File: config.mk
export PLATFORM = sky130hd
export DESIGN_NAME = rv_core
export DESIGN_NICKNAME = d
export VERILOG_FILES = /design/src/design/rv_pkg.sv /design/src/design/instr_ctl.sv /design/src/design/imm_gen.sv /design/src/design/reg_file.sv /design/src/design/alu.sv /design/src/design/exec_path.sv /design/src/design/rv_core.sv
export SDC_FILE = /design/constraint.sdc
export NUM_CORES = 2
export LEC_CHECK = 0
export BUFFER_PORTS_ARGS = -buffer_cell sky130_fd_sc_hd__buf_2
export CORE_MARGIN = 3
export CORE_UTILIZATION = 50
export DETAILED_ROUTE_END_ITERATION = 7
export PLACE_DENSITY_LB_ADDON = 0.08
export SLEW_MARGIN = 15
export SYNTH_ARGS = -nofsm -noshare
export SYNTH_HDL_FRONTEND = slang
export SYNTH_SLANG_ARGS = --single-unit
File: constraint.sdc
create_clock -name clk -period 18.65 [get_ports clk]
set_input_delay 3.73 -clock clk [delete_from_list [all_inputs] [get_ports clk]]
set_output_delay 3.73 -clock clk [all_outputs]
set_load 0.02 [all_outputs]
File: src/design/rv_pkg.sv
package rv_pkg;

    // --------------------
    // Widths
    // --------------------

    localparam int xlen     = 32;
    localparam int alu_op_w = 4;
    localparam int imm_w    = 3;
    localparam int wb_w     = 2;

    // First fetch address after reset.
    localparam logic [xlen-1:0] reset_pc = 32'h0000_0000;

    // --------------------
    // Opcodes
    // --------------------

    localparam logic [6:0] op_lui    = 7'b0110111;
    localparam logic [6:0] op_auipc  = 7'b0010111;
    localparam logic [6:0] op_jal    = 7'b1101111;
    localparam logic [6:0] op_jalr   = 7'b1100111;
    localparam logic [6:0] op_branch = 7'b1100011;
    localparam logic [6:0] op_load   = 7'b0000011;
    localparam logic [6:0] op_store  = 7'b0100011;
    localparam logic [6:0] op_imm    = 7'b0010011;
    localparam logic [6:0] op_reg    = 7'b0110011;

    // --------------------
    // ALU operations
    // --------------------

    localparam logic [alu_op_w-1:0] alu_and    = 4'b0000;
    localparam logic [alu_op_w-1:0] alu_or     = 4'b0001;
    localparam logic [alu_op_w-1:0] alu_add    = 4'b0010;
    localparam logic [alu_op_w-1:0] alu_sub    = 4'b0011;
    localparam logic [alu_op_w-1:0] alu_sll    = 4'b0100;
    localparam logic [alu_op_w-1:0] alu_slt    = 4'b0101;
    localparam logic [alu_op_w-1:0] alu_sltu   = 4'b0110;
    localparam logic [alu_op_w-1:0] alu_xor    = 4'b0111;
    localparam logic [alu_op_w-1:0] alu_srl    = 4'b1000;
    localparam logic [alu_op_w-1:0] alu_pass_b = 4'b1001;
    localparam logic [alu_op_w-1:0] alu_sra    = 4'b1010;

    // --------------------
    // Immediate kinds
    // --------------------

    localparam logic [imm_w-1:0] imm_i = 3'd1;
    localparam logic [imm_w-1:0] imm_s = 3'd2;
    localparam logic [imm_w-1:0] imm_b = 3'd3;
    localparam logic [imm_w-1:0] imm_u = 3'd4;
    localparam logic [imm_w-1:0] imm_j = 3'd5;

    // --------------------
    // Writeback sources
    // --------------------

    localparam logic [wb_w-1:0] wb_mem = 2'b00;
    localparam logic [wb_w-1:0] wb_alu = 2'b01;
    localparam logic [wb_w-1:0] wb_pc4 = 2'b10;

endpackage

File: src/design/instr_ctl.sv
module instr_ctl (
    input  logic [rv_pkg::xlen-1:0]     instruction,
    input  logic                        br_eq,
    input  logic                        br_lt,
    output logic                        a_sel,
    output logic                        b_sel,
    output logic [rv_pkg::alu_op_w-1:0] alu_sel,
    output logic                        mem_wr,
    output logic                        reg_wen,
    output logic [rv_pkg::imm_w-1:0]    imm_sel,
    output logic                        br_un,
    output logic                        pc_sel,
    output logic [rv_pkg::wb_w-1:0]     wb_sel
);

    import rv_pkg::*;

    logic [6:0] opcode;
    logic [2:0] funct3;
    logic       funct7_b30;
    logic [alu_op_w-1:0] arith_op;
    logic       br_taken;

    assign opcode     = instruction[6:0];
    assign funct3     = instruction[14:12];
    assign funct7_b30 = instruction[30];

    // Unsigned compare for BLTU and BGEU.
    assign br_un = funct3[1];

    // Arithmetic operation shared by the register-immediate and register-register forms.
    // Bit 30 only selects SUB for register-register ADD.
    always_comb begin
        case (funct3)
            3'b000: begin
                if (opcode == op_reg && funct7_b30) begin
                    arith_op = alu_sub;
                end else begin
                    arith_op = alu_add;
                end
            end
            3'b001: arith_op = alu_sll;
            3'b010: arith_op = alu_slt;
            3'b011: arith_op = alu_sltu;
            3'b100: arith_op = alu_xor;
            3'b101: arith_op = funct7_b30 ? alu_sra : alu_srl;
            3'b110: arith_op = alu_or;
            default: arith_op = alu_and;
        endcase
    end

    always_comb begin
        case (funct3)
            3'b000:  br_taken = br_eq;
            3'b001:  br_taken = !br_eq;
            3'b100:  br_taken = br_lt;
            3'b101:  br_taken = !br_lt;
            3'b110:  br_taken = br_lt;
            3'b111:  br_taken = !br_lt;
            default: br_taken = 1'b0;
        endcase
    end

    // a_sel picks pc when high, b_sel picks the immediate when high.
    always_comb begin
        a_sel   = 1'b0;
        b_sel   = 1'b1;
        alu_sel = alu_add;
        mem_wr  = 1'b0;
        reg_wen = 1'b0;
        imm_sel = imm_i;
        pc_sel  = 1'b0;
        wb_sel  = wb_alu;
        case (opcode)
            op_lui: begin
                alu_sel = alu_pass_b;
                reg_wen = 1'b1;
                imm_sel = imm_u;
            end
            op_auipc: begin
                a_sel   = 1'b1;
                reg_wen = 1'b1;
                imm_sel = imm_u;
            end
            op_jal: begin
                a_sel   = 1'b1;
                reg_wen = 1'b1;
                imm_sel = imm_j;
                pc_sel  = 1'b1;
                wb_sel  = wb_pc4;
            end
            op_jalr: begin
                reg_wen = 1'b1;
                pc_sel  = 1'b1;
                wb_sel  = wb_pc4;
            end
            op_branch: begin
                // The ALU forms the target, the comparator decides.
                a_sel   = 1'b1;
                imm_sel = imm_b;
                pc_sel  = br_taken;
            end
            op_load: begin
                reg_wen = 1'b1;
                wb_sel  = wb_mem;
            end
            op_store: begin
                mem_wr  = 1'b1;
                imm_sel = imm_s;
            end
            op_imm: begin
                alu_sel = arith_op;
                reg_wen = 1'b1;
            end
            op_reg: begin
                b_sel   = 1'b0;
                alu_sel = arith_op;
                reg_wen = 1'b1;
            end
            default: begin
                // Unknown opcode: no write of any kind, pc just advances.
                reg_wen = 1'b0;
            end
        endcase
    end

endmodule

File: src/design/imm_gen.sv
module imm_gen (
    input  logic [rv_pkg::xlen-1:0]  instruction,
    input  logic [rv_pkg::imm_w-1:0] imm_sel,
    output logic [rv_pkg::xlen-1:0]  imm
);

    import rv_pkg::*;

    logic       sign;
    logic [xlen-1:0] i_type;
    logic [xlen-1:0] s_type;
    logic [xlen-1:0] b_type;
    logic [xlen-1:0] u_type;
    logic [xlen-1:0] j_type;

    assign sign = instruction[31];

    assign i_type = {{21{sign}}, instruction[30:20]};
    assign s_type = {{21{sign}}, instruction[30:25], instruction[11:7]};

    // B and J immediates are in units of two bytes, so bit 0 is always zero.
    assign b_type = {{20{sign}}, instruction[7], instruction[30:25],
                     instruction[11:8], 1'b0};
    assign j_type = {{12{sign}}, instruction[19:12], instruction[20],
                     instruction[30:21], 1'b0};

    assign u_type = {instruction[31:12], 12'h000};

    always_comb begin
        case (imm_sel)
            imm_i:   imm = i_type;
            imm_s:   imm = s_type;
            imm_b:   imm = b_type;
            imm_u:   imm = u_type;
            imm_j:   imm = j_type;
            default: imm = i_type;
        endcase
    end

endmodule

File: src/design/reg_file.sv
module reg_file (
    input  logic                    clk,
    input  logic [4:0]              rs1,
    input  logic [4:0]              rs2,
    input  logic [4:0]              rd,
    input  logic                    wen,
    input  logic [rv_pkg::xlen-1:0] wdata,
    output logic [rv_pkg::xlen-1:0] rdata1,
    output logic [rv_pkg::xlen-1:0] rdata2
);

    import rv_pkg::*;

    // Only x1 to x31 are storage, x0 is a constant.
    logic [xlen-1:0] regs [1:31];

    always_ff @(posedge clk) begin
        if (wen && rd != 5'd0) begin
            regs[rd] <= wdata;
        end
    end

    // Reads are combinational and see the old value during a write cycle.
    always_comb begin
        if (rs1 == 5'd0) begin
            rdata1 = '0;
        end else begin
            rdata1 = regs[rs1];
        end
    end

    always_comb begin
        if (rs2 == 5'd0) begin
            rdata2 = '0;
        end else begin
            rdata2 = regs[rs2];
        end
    end

endmodule

File: src/design/alu.sv
module alu (
    input  logic [rv_pkg::xlen-1:0]     a,
    input  logic [rv_pkg::xlen-1:0]     b,
    input  logic [rv_pkg::alu_op_w-1:0] op,
    output logic [rv_pkg::xlen-1:0]     result
);

    import rv_pkg::*;

    logic [4:0] shamt;
    logic       lt_signed;
    logic       lt_unsigned;

    assign shamt       = b[4:0];
    assign lt_signed   = $signed(a) < $signed(b);
    assign lt_unsigned = a < b;

    always_comb begin
        case (op)
            alu_add: begin
                result = a + b;
            end
            alu_sub: begin
                result = a - b;
            end
            alu_sll: begin
                result = a << shamt;
            end
            alu_slt: begin
                result = {{(xlen-1){1'b0}}, lt_signed};
            end
            alu_sltu: begin
                result = {{(xlen-1){1'b0}}, lt_unsigned};
            end
            alu_xor: begin
                result = a ^ b;
            end
            alu_srl: begin
                result = a >> shamt;
            end
            alu_sra: begin
                result = $unsigned($signed(a) >>> shamt);
            end
            alu_or: begin
                result = a | b;
            end
            alu_and: begin
                result = a & b;
            end
            alu_pass_b: begin
                result = b;
            end
            default: begin
                result = a + b;
            end
        endcase
    end

endmodule

File: src/design/exec_path.sv
module exec_path (
    input  logic                        clk,
    input  logic                        reset,
    input  logic [rv_pkg::xlen-1:0]     instruction,
    input  logic [rv_pkg::xlen-1:0]     imm,
    input  logic                        a_sel,
    input  logic                        b_sel,
    input  logic [rv_pkg::alu_op_w-1:0] alu_sel,
    input  logic                        mem_wr,
    input  logic                        reg_wen,
    input  logic                        br_un,
    input  logic                        pc_sel,
    input  logic [rv_pkg::wb_w-1:0]     wb_sel,
    output logic                        br_eq,
    output logic                        br_lt,
    output logic [rv_pkg::xlen-1:0]     pc,
    output logic [rv_pkg::xlen-1:0]     mem_addr,
    output logic [rv_pkg::xlen-1:0]     mem_wdata,
    input  logic [rv_pkg::xlen-1:0]     mem_rdata,
    output logic                        mem_wr_out,
    output logic                        wb_en,
    output logic [4:0]                  wb_rd,
    output logic [rv_pkg::xlen-1:0]     wb_data
);

    import rv_pkg::*;

    logic [xlen-1:0] rs1_data;
    logic [xlen-1:0] rs2_data;
    logic [xlen-1:0] op_a;
    logic [xlen-1:0] op_b;
    logic [xlen-1:0] alu_result;
    logic [xlen-1:0] pc_plus4;

    // --------------------
    // Program counter
    // --------------------

    assign pc_plus4 = pc + 32'd4;

    // Jump and branch targets come from the ALU sum, JALR needs bit 0 cleared.
    always_ff @(posedge clk) begin
        if (reset) begin
            pc <= reset_pc;
        end else if (pc_sel) begin
            pc <= {alu_result[xlen-1:1], 1'b0};
        end else begin
            pc <= pc_plus4;
        end
    end

    // --------------------
    // Operands and ALU
    // --------------------

    reg_file u_reg_file (
        .clk    (clk),
        .rs1    (instruction[19:15]),
        .rs2    (instruction[24:20]),
        .rd     (wb_rd),
        .wen    (wb_en),
        .wdata  (wb_data),
        .rdata1 (rs1_data),
        .rdata2 (rs2_data)
    );

    assign op_a = a_sel ? pc : rs1_data;
    assign op_b = b_sel ? imm : rs2_data;

    alu u_alu (
        .a      (op_a),
        .b      (op_b),
        .op     (alu_sel),
        .result (alu_result)
    );

    // Branch comparator works on the register operands, not the ALU inputs.
    assign br_eq = rs1_data == rs2_data;
    assign br_lt = br_un ? (rs1_data < rs2_data) : ($signed(rs1_data) < $signed(rs2_data));

    // --------------------
    // Memory and writeback
    // --------------------

    assign mem_addr   = alu_result;
    assign mem_wdata  = rs2_data;
    assign mem_wr_out = mem_wr && !reset;

    assign wb_en = reg_wen && !reset;
    assign wb_rd = instruction[11:7];

    always_comb begin
        case (wb_sel)
            wb_mem:  wb_data = mem_rdata;
            wb_pc4:  wb_data = pc_plus4;
            wb_alu:  wb_data = alu_result;
            default: wb_data = alu_result;
        endcase
    end

endmodule

File: src/design/rv_core.sv
module rv_core (
    input  logic                    clk,
    input  logic                    reset,
    input  logic [rv_pkg::xlen-1:0] instruction,
    output logic [rv_pkg::xlen-1:0] pc,
    output logic [rv_pkg::xlen-1:0] mem_addr,
    output logic [rv_pkg::xlen-1:0] mem_wdata,
    input  logic [rv_pkg::xlen-1:0] mem_rdata,
    output logic                    mem_wr,
    output logic                    wb_en,
    output logic [4:0]              wb_rd,
    output logic [rv_pkg::xlen-1:0] wb_data
);

    import rv_pkg::*;

    logic                a_sel;
    logic                b_sel;
    logic [alu_op_w-1:0] alu_sel;
    logic                ctl_mem_wr;
    logic                reg_wen;
    logic [imm_w-1:0]    imm_sel;
    logic                br_un;
    logic                pc_sel;
    logic [wb_w-1:0]     wb_sel;
    logic                br_eq;
    logic                br_lt;
    logic [xlen-1:0]     imm;

    instr_ctl u_instr_ctl (
        .instruction (instruction),
        .br_eq       (br_eq),
        .br_lt       (br_lt),
        .a_sel       (a_sel),
        .b_sel       (b_sel),
        .alu_sel     (alu_sel),
        .mem_wr      (ctl_mem_wr),
        .reg_wen     (reg_wen),
        .imm_sel     (imm_sel),
        .br_un       (br_un),
        .pc_sel      (pc_sel),
        .wb_sel      (wb_sel)
    );

    imm_gen u_imm_gen (
        .instruction (instruction),
        .imm_sel     (imm_sel),
        .imm         (imm)
    );

    exec_path u_exec_path (
        .clk         (clk),
        .reset       (reset),
        .instruction (instruction),
        .imm         (imm),
        .a_sel       (a_sel),
        .b_sel       (b_sel),
        .alu_sel     (alu_sel),
        .mem_wr      (ctl_mem_wr),
        .reg_wen     (reg_wen),
        .br_un       (br_un),
        .pc_sel      (pc_sel),
        .wb_sel      (wb_sel),
        .br_eq       (br_eq),
        .br_lt       (br_lt),
        .pc          (pc),
        .mem_addr    (mem_addr),
        .mem_wdata   (mem_wdata),
        .mem_rdata   (mem_rdata),
        .mem_wr_out  (mem_wr),
        .wb_en       (wb_en),
        .wb_rd       (wb_rd),
        .wb_data     (wb_data)
    );

endmodule

==> results.toml <==
[cells_and_area]
regArea_um2 = 30400
drive_above_1_share_pct = 21.7
fin_util_pct = 55.9
fin_cells = 6548
nFillCells = 9959
synthToLayoutAreaGrowth_pct = 10.5
fin_nets = 5046
multi_input_area_um2 = 28200

[floorplan]
initial_core_util_pct = 50.6
num_rows = 127
die_area_um2 = 126000
die_h_um = 355
ios = 201
core-area_um2 = 120000
dieWidth_um = 355

[worst_setup_path]
r2r_setup_slack_ns = 10.64
crit_fanout = 32
path_depth = 25
worst_setup_path_start_kind = "input port"
regToRegEndpoint = "u_exec_path.u_reg_file.regs[28][27]"
cp.arrival_ns = 12.77
crit_type = "in2out"
crit_path_max_incr_delay_ns = 0.79
r2r-start = "u_exec_path.u_reg_file.regs[26][8]"
endpoint_kind = "output pin"
crit_path_end = "wb_data[18]"
crit_path_start = "instruction[3]"
cp.required_ns = 14.92
worstPathBufferInverterCount = 5
crit_top_cell = "o22ai_1"
crit_family = "compound AO/OA/AOI/OAI gates"
crit_path_top_delay_cell = "a221o_1"
r2r_cells = 19

[yosys]
yosysTopAreaCellShare_pct = 48.9
ys_warn_count = 0
ys_ff_latch = 1023
ys_top_cells_by_count = "edfxtp_1, mux2i_1, mux4_2, nor2_1, a21oi_1"
syn_area_per_cell_um2 = 12.9
synth_area_um2 = 60900
yosysTopAreaCell = "edfxtp_1"
synth_ff_type = "edfxtp_1"
synth-seq-area-share_pct = 50.0
synth-async-reset-ratio_pct = 0
syn_inst = 4711
synth_cell_types = 120
synth-edff-count = 992
synth_nets = 4910
synth_most_common_cell = "edfxtp_1"
synth.top_cells.by_area = "edfxtp_1, mux4_2, mux2i_1, ha_1, a21oi_1"

[global_route]
antenna_found_initial = 12
overflow = 0
track_usage_pct = 43.4
grt_pass1_vias = 45924
grt_max_degree = 114
grt_pass1_wl_mm = 378

[cts]
ctsHoldBuffers = 0
cts_sinks = 1023
clk_pin_slew_ns = 0.07
htree_levels = 3
insertion_delay_ns = 0.75
root_buffer = "clkbuf_16"
cts_buffers = 106
cts-resized-gates = 0
clockBufferDepth = 3
cts_tree = "done"
post_cts_buffers = 0

[sta]
tns_ns = 0
worstMarginPinSlew_ns = 1.28
fmax_ghz = 0.0606
setup_viol = 0
slew_violations = 0
hold_violations = 0
slew_headroom_pct = 13.6
worst_slack_ns = 2.15
rsz0062_at_grt = "no"
hold_slack_ns = 0.733
period_share_pct = 88.5
clock_skew_ns = 0.0556
fin_crit_ns = 16.50

[status]
outcome = "finished, final reports clean"

[detailed_routing]
firstDrtPassIters = 6
ant_nets = 0
wirelength_mm = 278
viasPerCell = 7.47
drcViolationCount = 0
post_drt_wl_per_cell_um = 42.5
drt_iter0_markers = 7966
via_count = 48883

[flow_run]
drv_cap = 0

[place]
place_inst = 6351
place.gp.congestion = 1.05
dp_slack_ns = 2.39
dp_hpwl_mm = 189
io_buffers = 199

[pwr]
cellPowerDensity_nw_per_um2 = 96.9
ir_drop_mv = 0.0788
leakagePower_nw = 23.8

[worst_hold_path]
hold_path.class = "reg2reg"
## placed cells by master (no fill, tap or decap), types with 42 or more instances in the layout
cell	Yosys	routed
o22ai_1	109	109
nand2_1	226	226
buf_2	99	191
a221o_1	51	48
nor2_1	265	233
mux2i_1	396	396
inv_1	121	121
o211ai_1	47	47
a211o_1	42	42
buf_4	55	192
mux4_2	302	302
ha_1	131	131
a21oi_1	242	242
a21o_1	57	57
a31oi_1	48	47
edfxtp_1	992	992
mux2_2	75	75
nor3_1	77	70
a211oi_1	64	64
clkbuf_16	0	107
o21ai_0	141	139
a22oi_1	87	86
nand3_1	108	108
o221ai_1	46	44
## cell type report
class	instances	share of cell area [%]
multi-input combinational	3178	42.0
inverter	144	0.804
clock buffer	132	4.12
clock inverter	60	0.998
timing repair buffer	394	3.86
tap	1612	3.00
sequential	1023	45.2
antenna	5	0.0186
## sequential cells by signal (all words and copies together) (netlist names)
name,cells
u_exec_path.u_reg_file.regs,992
u_exec_path.pc,31
## cells by family (layout without fill, tap and decap cells)
family / after synthesis / in the layout / share of synthesized area [%]
AOI/OAI and AO/OA: 1252 / 1252 / 14.6
DFF: 1023 / 1023 / 50.0
and+or+nand+nor: 947 / 947 / 7.68
muxes: 797 / 797 / 20.0
buffers and inverters: 510 / 730 / 4.35
adders and majority gates: 133 / 133 / 2.76
xor gates and xnor gates: 48 / 48 / 0.691
other: 1 / 6 / 0.00616
## report_power, final
part / switching [mW] / internal (mW) / leakage [nW]
sequential: 0.00598 / 2.75 / 9.18
combinational: 1.18 / 0.434 / 13.0
clock: 0.925 / 1.21 / 1.67
total: 2.12 / 4.40 / 23.8
## routing by layer
layer | vias up | part of all wire, % | track usage, %
met2 | 3939 | 43 | 64.2
li1 | 19340 | - | -
met4 | 4 | 7.6 | 27.2
met3 | 839 | 12 | 10.6
met5 | - | 0.0097 | 0
met1 | 24761 | 37 | 57.6
## tightest hold or removal path, stage by stage, from the launching register on
cell	delay, ns
dfxtp_1	0.31
buf_4	0.26
a211oi_1	0.11
## metrics by stage
stage,cell area [um^2],power (mW)
after floorplan,60900,3.70
after global placement,63800,4.37
after detailed placement,63800,4.37
after CTS,67200,6.47
after global routing,67200,6.67
final,67200,6.51
## worst min-delay path by stage
| stage | from | to | cells after the start |
|---|---|---|---|
| after floorplan | u_exec_path.pc[1] | u_exec_path.pc[1] | 2 |
| after global placement | u_exec_path.pc[2] | u_exec_path.pc[2] | 2 |
| after detailed placement | u_exec_path.pc[2] | u_exec_path.pc[2] | 2 |
| after CTS | u_exec_path.pc[2] | u_exec_path.pc[2] | 2 |
| after global routing | u_exec_path.pc[1] | u_exec_path.pc[1] | 2 |
| final | u_exec_path.pc[2] | u_exec_path.pc[2] | 2 |
Power figures use the tool's default switching activity.
